$ cat src/hw/l2_cache_config.svh
`ifndef L2_CACHE_CONFIG_SVH
`define L2_CACHE_CONFIG_SVH

// set geometry
`define L2_WAYS      4
`define L2_WORDS     4          // 128-bit words per block

// address split, tag | index | offset | byte
`define L2_ADDR_W    32
`define L2_TAG_W     17
`define L2_INDEX_W   9
`define L2_OFFSET_W  2
`define L2_BYTE_W    4

// memory side sees whole 64-byte blocks
`define L2_BLOCK_W   26

`endif
$ cat src/hw/l2_cache_pkg.sv
`default_nettype none

`include "l2_cache_config.svh"

package l2_cache_pkg;

    // cache view of a request address
    typedef struct packed {
        logic [`L2_TAG_W-1:0]    tag;
        logic [`L2_INDEX_W-1:0]  index;
        logic [`L2_OFFSET_W-1:0] offset;
        logic [`L2_BYTE_W-1:0]   byte_off;
    } l2_addr_fields_t;

    // memory view, block number plus byte in block
    typedef struct packed {
        logic [`L2_BLOCK_W-1:0]              block;
        logic [`L2_OFFSET_W+`L2_BYTE_W-1:0]  blk_byte;
    } l2_mem_addr_t;

    typedef union packed {
        l2_addr_fields_t f;
        l2_mem_addr_t    m;
    } l2_addr_u;

    // one entry of the tag array
    typedef struct packed {
        logic                 valid;
        logic [`L2_TAG_W-1:0] tag;
    } l2_tag_entry_t;

    typedef logic [$clog2(`L2_WAYS)-1:0] l2_way_t;
    typedef logic [`L2_WAYS-1:0]         l2_way_mask_t;

    typedef struct packed {
        l2_way_mask_t                  tag_we;
        l2_way_mask_t                  dirty_we;
        logic [`L2_WAYS*`L2_WORDS-1:0] word_we;   // way-major, {way, word}
        l2_tag_entry_t                 tag_wd;
        logic                          dirty_wd;
        logic                          src_l1;    // data from the L1 write
        logic                          src_mem;   // data from the memory read
    } l2_array_wr_t;

    typedef struct packed {
        logic                   mem_rw;   // 1 = write back
        logic [`L2_BLOCK_W-1:0] mem_addr;
        l2_way_t                wb_way;
    } l2_mem_req_t;

    typedef struct packed {
        logic l2_rdy;
        logic l2_busy;
        logic miss_stall;
        logic fill_ic;
        logic fill_dc;
    } l2_resp_t;

    typedef enum logic [2:0] {
        IDLE,
        ACCESS,
        WRITE_HIT,
        WRITEBACK,
        FILL
    } l2_state_e;

endpackage

`default_nettype wire

$ cat src/hw/l2_cache_ctrl.sv
`timescale 1ns/1ps
`default_nettype none

`include "l2_cache_config.svh"

module l2_cache_ctrl (
    input  logic                                      clk,
    input  logic                                      arst_n,
    input  logic                                      irq,
    input  logic                                      drq,
    input  logic [`L2_ADDR_W-1:0]                     addr_ic,
    input  logic                                      rw_ic,
    input  logic [`L2_ADDR_W-1:0]                     addr_dc,
    input  logic                                      rw_dc,
    input  logic                                      complete_ic,
    input  logic                                      complete_dc,
    input  logic                                      l2_complete,
    input  logic                                      mem_complete,
    input  l2_cache_pkg::l2_tag_entry_t [`L2_WAYS-1:0] tag_rd,
    input  l2_cache_pkg::l2_way_mask_t                dirty_rd,
    input  logic [2:0]                                plru,
    output logic [`L2_INDEX_W-1:0]                    index,
    output logic [`L2_OFFSET_W-1:0]                   offset,
    output l2_cache_pkg::l2_way_t                     hit_way,
    output l2_cache_pkg::l2_array_wr_t                array_wr,
    output l2_cache_pkg::l2_mem_req_t                 mem_req,
    output l2_cache_pkg::l2_resp_t                    resp
);

    l2_cache_pkg::l2_addr_u req_addr;
    logic                   hit;
    l2_cache_pkg::l2_way_t  victim_way;
    logic                   victim_valid;
    logic                   victim_dirty;
    logic [`L2_TAG_W-1:0]   victim_tag;

    // array address for the outside tag/data/dirty rams
    assign index  = req_addr.f.index;
    assign offset = req_addr.f.offset;

    l2_tag_match tag_match_i (
        .req_addr (req_addr),
        .tag_rd   (tag_rd),
        .hit      (hit),
        .hit_way  (hit_way)
    );

    l2_victim_select victim_select_i (
        .tag_rd       (tag_rd),
        .dirty_rd     (dirty_rd),
        .plru         (plru),
        .victim_way   (victim_way),
        .victim_valid (victim_valid),
        .victim_dirty (victim_dirty),
        .victim_tag   (victim_tag)
    );

    l2_ctrl_fsm ctrl_fsm_i (
        .clk          (clk),
        .arst_n       (arst_n),
        .irq          (irq),
        .drq          (drq),
        .addr_ic      (addr_ic),
        .rw_ic        (rw_ic),
        .addr_dc      (addr_dc),
        .rw_dc        (rw_dc),
        .complete_ic  (complete_ic),
        .complete_dc  (complete_dc),
        .l2_complete  (l2_complete),
        .mem_complete (mem_complete),
        .hit          (hit),
        .hit_way      (hit_way),
        .victim_way   (victim_way),
        .victim_valid (victim_valid),
        .victim_dirty (victim_dirty),
        .victim_tag   (victim_tag),
        .req_addr     (req_addr),
        .array_wr     (array_wr),
        .mem_req      (mem_req),
        .resp         (resp)
    );

endmodule

`default_nettype wire

$ cat src/hw/l2_ctrl_fsm.sv
`timescale 1ns/1ps
`default_nettype none

`include "l2_cache_config.svh"

module l2_ctrl_fsm (
    input  logic                        clk,
    input  logic                        arst_n,
    input  logic                        irq,
    input  logic                        drq,
    input  logic [`L2_ADDR_W-1:0]       addr_ic,
    input  logic                        rw_ic,
    input  logic [`L2_ADDR_W-1:0]       addr_dc,
    input  logic                        rw_dc,
    input  logic                        complete_ic,
    input  logic                        complete_dc,
    input  logic                        l2_complete,
    input  logic                        mem_complete,
    input  logic                        hit,
    input  l2_cache_pkg::l2_way_t       hit_way,
    input  l2_cache_pkg::l2_way_t       victim_way,
    input  logic                        victim_valid,
    input  logic                        victim_dirty,
    input  logic [`L2_TAG_W-1:0]        victim_tag,
    output l2_cache_pkg::l2_addr_u      req_addr,
    output l2_cache_pkg::l2_array_wr_t  array_wr,
    output l2_cache_pkg::l2_mem_req_t   mem_req,
    output l2_cache_pkg::l2_resp_t      resp
);

    l2_cache_pkg::l2_state_e state;
    l2_cache_pkg::l2_state_e next_state;

    logic                   req_rw;      // 1 = write from L1
    logic                   req_dc;      // request came from the data side
    l2_cache_pkg::l2_way_t  vic_way_q;
    logic [`L2_TAG_W-1:0]   vic_tag_q;
    logic                   l1_complete;

    assign l1_complete = req_dc ? complete_dc : complete_ic;

    always_ff @(posedge clk or negedge arst_n) begin
        if (!arst_n) begin
            state <= l2_cache_pkg::IDLE;
        end else begin
            state <= next_state;
        end
    end

    // request latch, instruction side wins
    always_ff @(posedge clk) begin
        if (state == l2_cache_pkg::IDLE) begin
            if (irq) begin
                req_addr <= addr_ic;
                req_rw   <= rw_ic;
                req_dc   <= 1'b0;
            end else if (drq) begin
                req_addr <= addr_dc;
                req_rw   <= rw_dc;
                req_dc   <= 1'b1;
            end
        end
        // victim frozen at lookup, the fill may change valid bits under us
        if (state == l2_cache_pkg::ACCESS) begin
            vic_way_q <= victim_way;
            vic_tag_q <= victim_tag;
        end
    end

    always_comb begin
        next_state = state;
        case (state)
            l2_cache_pkg::IDLE: begin
                if (irq || drq) next_state = l2_cache_pkg::ACCESS;
            end
            l2_cache_pkg::ACCESS: begin
                if (hit && !req_rw) begin
                    if (l1_complete) next_state = l2_cache_pkg::IDLE;   // read hit done
                end else if (hit) begin
                    next_state = l2_cache_pkg::WRITE_HIT;
                end else if (victim_valid && victim_dirty) begin
                    next_state = l2_cache_pkg::WRITEBACK;
                end else begin
                    next_state = l2_cache_pkg::FILL;
                end
            end
            l2_cache_pkg::WRITE_HIT: begin
                if (l2_complete) next_state = l2_cache_pkg::IDLE;
            end
            l2_cache_pkg::WRITEBACK: begin
                if (mem_complete) next_state = l2_cache_pkg::FILL;
            end
            l2_cache_pkg::FILL: begin
                if (l2_complete) next_state = l2_cache_pkg::IDLE;
            end
            default: next_state = l2_cache_pkg::IDLE;
        endcase
    end

    // strobe decode, all low in idle
    always_comb begin
        array_wr = '0;
        mem_req  = '0;
        resp     = '0;

        resp.l2_busy = (state != l2_cache_pkg::IDLE);

        case (state)
            l2_cache_pkg::ACCESS: begin
                resp.l2_rdy     = hit && !req_rw;
                resp.miss_stall = !hit;
            end
            l2_cache_pkg::WRITE_HIT: begin
                array_wr.tag_we[hit_way]                      = 1'b1;
                array_wr.dirty_we[hit_way]                    = 1'b1;
                array_wr.word_we[{hit_way, req_addr.f.offset}] = 1'b1;   // single word
                array_wr.tag_wd.valid                         = 1'b1;
                array_wr.tag_wd.tag                           = req_addr.f.tag;
                array_wr.dirty_wd                             = 1'b1;
                array_wr.src_l1                               = 1'b1;
            end
            l2_cache_pkg::WRITEBACK: begin
                resp.miss_stall  = 1'b1;
                mem_req.mem_rw   = 1'b1;
                mem_req.mem_addr = {vic_tag_q, req_addr.f.index};   // old block home
                mem_req.wb_way   = vic_way_q;
            end
            l2_cache_pkg::FILL: begin
                resp.miss_stall  = 1'b1;
                resp.fill_ic     = !req_dc;
                resp.fill_dc     = req_dc;
                mem_req.mem_addr = req_addr.m.block;
                array_wr.tag_we[vic_way_q]                     = 1'b1;
                array_wr.dirty_we[vic_way_q]                   = 1'b1;
                array_wr.word_we[vic_way_q*`L2_WORDS +: `L2_WORDS] = '1;   // whole block
                array_wr.tag_wd.valid                          = 1'b1;
                array_wr.tag_wd.tag                            = req_addr.f.tag;
                array_wr.src_mem                               = 1'b1;
            end
            default: ;
        endcase
    end

endmodule

`default_nettype wire

$ cat src/hw/l2_victim_select.sv
`timescale 1ns/1ps
`default_nettype none

`include "l2_cache_config.svh"

module l2_victim_select (
    input  l2_cache_pkg::l2_tag_entry_t [`L2_WAYS-1:0] tag_rd,
    input  l2_cache_pkg::l2_way_mask_t                dirty_rd,
    input  logic [2:0]                                plru,
    output l2_cache_pkg::l2_way_t                     victim_way,
    output logic                                      victim_valid,
    output logic                                      victim_dirty,
    output logic [`L2_TAG_W-1:0]                      victim_tag
);

    l2_cache_pkg::l2_way_mask_t valid_vec;
    l2_cache_pkg::l2_way_t      free_way;
    l2_cache_pkg::l2_way_t      lru_way;

    always_comb begin
        for (int w = 0; w < `L2_WAYS; w++) begin
            valid_vec[w] = tag_rd[w].valid;
        end
    end

    // lowest invalid way, searched from the top down
    always_comb begin
        free_way = '0;
        for (int w = `L2_WAYS - 1; w >= 0; w--) begin
            if (!valid_vec[w]) begin
                free_way = l2_cache_pkg::l2_way_t'(w);
            end
        end
    end

    // tree plru, bit 0 picks the half and bit 1 or 2 the way inside it
    always_comb begin
        if (plru[0]) begin
            lru_way = plru[2] ? 2'd3 : 2'd2;
        end else begin
            lru_way = plru[1] ? 2'd1 : 2'd0;
        end
    end

    assign victim_way   = (&valid_vec) ? lru_way : free_way;
    assign victim_valid = tag_rd[victim_way].valid;
    assign victim_dirty = dirty_rd[victim_way];
    assign victim_tag   = tag_rd[victim_way].tag;   // feeds the write-back address

endmodule

`default_nettype wire

$ cat src/hw/l2_tag_match.sv
`timescale 1ns/1ps
`default_nettype none

`include "l2_cache_config.svh"

module l2_tag_match (
    input  l2_cache_pkg::l2_addr_u                    req_addr,
    input  l2_cache_pkg::l2_tag_entry_t [`L2_WAYS-1:0] tag_rd,
    output logic                                      hit,
    output l2_cache_pkg::l2_way_t                     hit_way
);

    l2_cache_pkg::l2_way_mask_t match;

    // per-way compare, only valid entries count
    always_comb begin
        for (int w = 0; w < `L2_WAYS; w++) begin
            match[w] = tag_rd[w].valid && (tag_rd[w].tag == req_addr.f.tag);
        end
    end

    // walk downwards so the lowest matching way is left standing
    always_comb begin
        hit     = 1'b0;
        hit_way = '0;
        for (int w = `L2_WAYS - 1; w >= 0; w--) begin
            if (match[w]) begin
                hit     = 1'b1;
                hit_way = l2_cache_pkg::l2_way_t'(w);
            end
        end
    end

endmodule

`default_nettype wire

$ cat config.mk
export PLATFORM = sky130hd
export DESIGN_NAME = l2_cache_ctrl
export DESIGN_NICKNAME = d
export VERILOG_FILES = /design/src/hw/l2_cache_pkg.sv /design/src/hw/l2_cache_ctrl.sv /design/src/hw/l2_ctrl_fsm.sv /design/src/hw/l2_victim_select.sv /design/src/hw/l2_tag_match.sv
export VERILOG_INCLUDE_DIRS = /design/src /design/src/hw
export SDC_FILE = /design/constraint.sdc
export NUM_CORES = 1
export LEC_CHECK = 0
export BUFFER_PORTS_ARGS = -buffer_cell sky130_fd_sc_hd__buf_2
export CORE_MARGIN = 5
export CORE_UTILIZATION = 40
export DETAILED_ROUTE_END_ITERATION = 10
export PLACE_DENSITY = 0.8
export SETUP_SLACK_MARGIN = 0.5
export SYNTH_ARGS = -nofsm -noshare
export SYNTH_HDL_FRONTEND = slang
export SYNTH_SLANG_ARGS = --single-unit
$ cat constraint.sdc
create_clock -name clk -period 3.1 [get_ports clk]
set_clock_uncertainty 0.2 [all_clocks]
set_input_delay 0 -clock clk [delete_from_list [all_inputs] [get_ports clk]]
set_output_delay 0 -clock clk [all_outputs]
set_load 0.005 [all_outputs]
; After elaboration in Yosys (flattened, before gate mapping)
; Cells that the tools add are included.
[op_classes]
eq_ne = 12
add_sub_neg = 1
muxes = 49
n_lt_le_gt_ge = 7
bitwise_logic = 1
shifts = 2
n_reduce_logical = 21
[op_table]
columns = cell, count
row1 = $pmux W42 S2, 1
row2 = $eq A17 B17 Y1, 4
row3 = $mux W32, 2
row4 = $pmux W26 S2, 1
row5 = $bmux W18 S2, 1
row6 = $neg A4 Y34, 1
row7 = $shift A4 B34 Y16 const A, 1
row8 = $shiftx A4 B34 Y16 const A, 1
row9 = $mux W2, 13
row10 = $mux W3, 7
row11 = $mux W18, 1
row12 = $mux W1, 17
row13 = $and A16 B16 Y16, 1
row14 = $pmux W3 S4, 1
row15 = $logic_and A1 B1 Y1, 9
row16 = $lt A2 B3 Y1 const B, 3
row17 = $reduce_and A4 Y1, 2
row18 = $eq A3 B2 Y1 const B, 2
row19 = $lt A4 B5 Y1 const B, 1
row20 = $demux W1 S2, 2
row21 = $demux W1 S4, 1
row22 = $ge A2 B1 Y1 const B, 2
row23 = $ge A4 B1 Y1 const B, 1
row24 = $ne A2 B2 Y1 const B, 2
row25 = other kinds (13), 16
[word_totals]
ff_bits = 56
out_inout_bits = 92
inputBits = 153
wordCells = 99

; Depth between registers and ports, before layout
[depth]
ltp_word = 12
ltp_mapped = 9
depth_no_buf = 8

; By module
; From an unflattened synthesis, not the netlist that was laid out.
[hier_totals]
hier_cells = 431
hier_area_um2 = 4466.8
[by_module_without_submodules]
columns = mod, seq_area_each_um2, area_each_um2, n_inst, cells_per_inst
row1 = l2_ctrl_fsm, 1666.6, 2885.3, 1, 216
row2 = l2_tag_match, 0.0, 887.1, 1, 103
row3 = l2_victim_select, 0.0, 694.4, 1, 112

; Least setup slack after synthesis
; OpenSTA, ideal clock, no wires.
[synth_path]
kind = flip-flop to flip-flop
start = register ctrl_fsm_i.state[0]
end = register ctrl_fsm_i.req_addr[10] (netlist bit) (enable)
path_buffers = 1
stages_incl_launch_ff = 4
slack_ns = 0.225
setup_time_ns = 0.417
t_required_ns = 2.483
synth_period_minus_slack_ns = 2.875
arrival_ns = 2.258
path_cell_list = dfrtp_1 > clkbuf_1 > or3_1 > nor2_1
[synth_via]
elab_chain_len = 2
[synth_lines]
columns = item, line
row1 = "start, declared", l2_ctrl_fsm.sv:31  ; l2_cache_pkg::l2_state_e state;
row2 = "start signal, assigned", l2_ctrl_fsm.sv:44  ; state <= l2_cache_pkg::IDLE;
row3 = "start signal, assigned", l2_ctrl_fsm.sv:46  ; state <= next_state;
row4 = $logic_not A3 Y1, l2_ctrl_fsm.sv:52  ; if (state == l2_cache_pkg::IDLE) begin
row5 = $reduce_and A2 Y1 (no source line), n/a
row6 = "end signal, assigned", l2_ctrl_fsm.sv:54  ; req_addr <= addr_ic;
row7 = "end signal, assigned", l2_ctrl_fsm.sv:58  ; req_addr <= addr_dc;
row8 = "end, declared", l2_ctrl_fsm.sv:25  ; output l2_cache_pkg::l2_addr_u req_addr,
; No other way between the ends.
; A chain may end at the register's enable or synchronous reset.

==> reports/metrics.yaml <==
startpoint_type: "flip-flop"
ys_warn_count: 0
antenna_left: 0
rsz0062_at_grt: "yes"
drt_wl_total_um: 17600
final_area_um2: 6860
final_common_cell: "buf_2"
leakagePower_nw: 3.25
fin_worst_hold_slack_ns: 0.0376
synthArstFlopShare_pct: 5.77
port_buffers: 236
critPathSlowestCell: "or4_4"
synth_cells: 461
grt_first_pass_wirelength_um: 26400
setup_viol: 0
numCtsBuffers: 5
ys_types: 48
synth_area_um2: 4270
irDropWorstVdd_uv: 320
ys_seq_area_share_pct: 36.2
hold_viol: 0
num_rows: 37
clockRootBuffer: "clkbuf_8"
p_per_area_nw_per_um2: 511
die_area_um2: 12800
min_path_type: "in -> reg"
cp.required_ns: 2.90
overflow: 0
cpLargestDelayFamily: "simple AND/OR/NAND/NOR gates"
cts_tree: "built"
drcViolationCount: 0
setup_tns_ns: 0
crit_buf_inv: 1
period_needed_ns: 2.93
crit_chain: "xor2_1 -> nor4_2 -> nand3_1 -> or4_4 -> or3_4 -> o21ai_2 -> buf_2"
place.gp.congestion: 0.952
grt_pass1_vias: 5225
crit_arrival_ns: 2.73
critPathKind: "reg -> out"
syn_area_per_cell_um2: 9.26
htree_num_levels: 2
min_period_over_period_pct: 94.6
final_cell_mix: "233 x buf_2, 98 x dlygate4sd3_1, 77 x nand2_1, 49 x edfxtp_1, 43 x xor2_1"
fp.dieH_um: 113
die_width_um: 113
cts_buffer_depth: 2
floorplan.initialDensity_pct: 41.2
multi_input_area_um2: 2600
nets: 936
clk_pin_slew_ns: 0.09
synthesis.nets: 614
final_max_slew_viol_count: 0
slowest_delay_ns: 0.58
area.growth.synth_to_final_pct: 60.7
drive_gt1_share_pct: 44.6
cap_viol_max_count: 0
clk_latency_ns: 0.32
drt_iter0_markers: 346
wl_per_cell_um: 19.1
grt_use_total_pct: 26.2
setup.worst_path.end_class: "primary output"
drtPass1Iterations: 5
path_max_fanout: 5
finalPower_mw: 3.51
pin_count: 245
dr_total_vias: 4828
ys_ff_latch: 52
routed_via_density: 5.24
synth_ff_type: "edfxtp_1"
antenna_found_initial: 1
clock.fmax_mhz: 341
placed_cell_area_um2: 5400
grt_max_degree: 36
status: "finished clean"
core-area_um2: 10400
clkSinkCount: 52
hpwlAfterDp_um: 12600
nFillCells: 814
worst_slew_pin_slew_ns: 0.975
slew_headroom_pct: 34.9
synth_edf_count: 49
ff_latch_area_um2: 1550
power breakdown:
group	switching (mW)	leakage (nW)	internal, mW	total [mW]
sequential	0.207	0.502	1.06	1.27
clock	0.236	0.0411	0.155	0.390
combinational	0.973	2.71	0.876	1.85
path summary, 6_finish.rpt:
path,from,end,slack (ns),depth (start not counted)
worst max-delay path,ctrl_fsm_i.req_addr[24],array_wr[28],0.17,7
worst min-delay path,drq,ctrl_fsm_i.state[0],0.04,5
worst max register to register,ctrl_fsm_i.req_addr[24],ctrl_fsm_i.state[1],0.31,9
worst min register to register,ctrl_fsm_i.state[2],ctrl_fsm_i.state[0],0.40,1
max in group asynchronous,arst_n,ctrl_fsm_i.state[0],2.18,3
min in group asynchronous,arst_n,ctrl_fsm_i.state[1],0.38,3
final cells by class:
| class | count | area share [%] |
|---|---|---|
| timing repair buffer | 366 | 35.4 |
| clock inverter | 1 | 0.0730 |
| clock buffer | 6 | 1.06 |
| sequential | 52 | 22.5 |
| antenna | 2 | 0.0730 |
| tap | 136 | 2.48 |
| inverter | 10 | 0.547 |
| multi-input combinational | 348 | 37.9 |
routing by layer:
metal  wire (um)  GRT usage, %  vias up
li1            -             -     2236
met1        6470          28.9     2250
met2        8960          47.7      283
met3        1460          6.63       59
met4         705          10.7        0
met5           0             0        -
flip-flops by register name, indices dropped and copies added (netlist names):
| signal | count |
|---|---|
| ctrl_fsm_i.state | 3 |
| ctrl_fsm_i.vic_tag_q | 17 |
| ctrl_fsm_i.req_addr | 28 |
| ctrl_fsm_i.vic_way_q | 2 |
| ctrl_fsm_i.req_dc | 1 |
| ctrl_fsm_i.req_rw | 1 |
worst min-delay path: cells and delay by family:
family,cells,cell delay [ns]
buf+inv,1,0.07
compound gates,2,0.22
simple gates,2,0.21
cells in the mapped netlist, types with 2 or more instances:
cell,n,area (um^2)
a21oi_1,2,10.0
nand4_1,6,37.5
nor2b_1,18,113
mux2i_1,5,50.1
buf_6,5,56.3
nand2_1,82,308
xor2_1,49,429
or2_2,2,12.5
xnor2_1,19,166
and2_1,10,62.6
inv_1,8,30.0
mux2_2,29,327
dfrtp_1,3,75.1
and4_1,2,17.5
edfxtp_1,49,1470
nand2b_1,3,18.8
buf_2,4,20.0
nand3_1,5,25.0
o21ai_0,8,40.0
and3_1,23,144
buf_4,17,128
nor4_1,12,75.1
buf_1,4,15.0
o21ai_1,9,45.0
nor3_1,2,10.0
or3_1,3,18.8
a31oi_1,18,113
clkbuf_1,21,78.8
a22o_1,18,158
nor2_1,7,26.3
cells by family after synthesis:
group           after synthesis  share of synthesized area (%)
xor+xnor                     68                           14.0
mux                          35                           9.17
compound gates               62                           10.0
buf+inv                      61                           7.85
flops                        52                           36.2
simple gates                183                           22.8
timing repair:
item                                    4_1_cts  5_1_grt
endpoints found under the setup margin       30       48
endpoints found under the hold margin        52        0
resized for setup                            24       24
hold buffers                                 98        0
buffers inserted                             19        4
pin swaps                                    28       24
metrics by stage:
| step | setup WS (ns) | std cells | utilization, % |
|---|---|---|---|
| global route | 0.0650 | 920 | 66.1 |
| global placement | 0.388 | 791 | 52.1 |
| detailed placement | 0.362 | 791 | 52.1 |
| CTS | 0.153 | 915 | 64.6 |
| floorplan | 0.707 | 461 | - |
| finish | 0.167 | 921 | 66.1 |
Power figures use the tool's default switching activity.
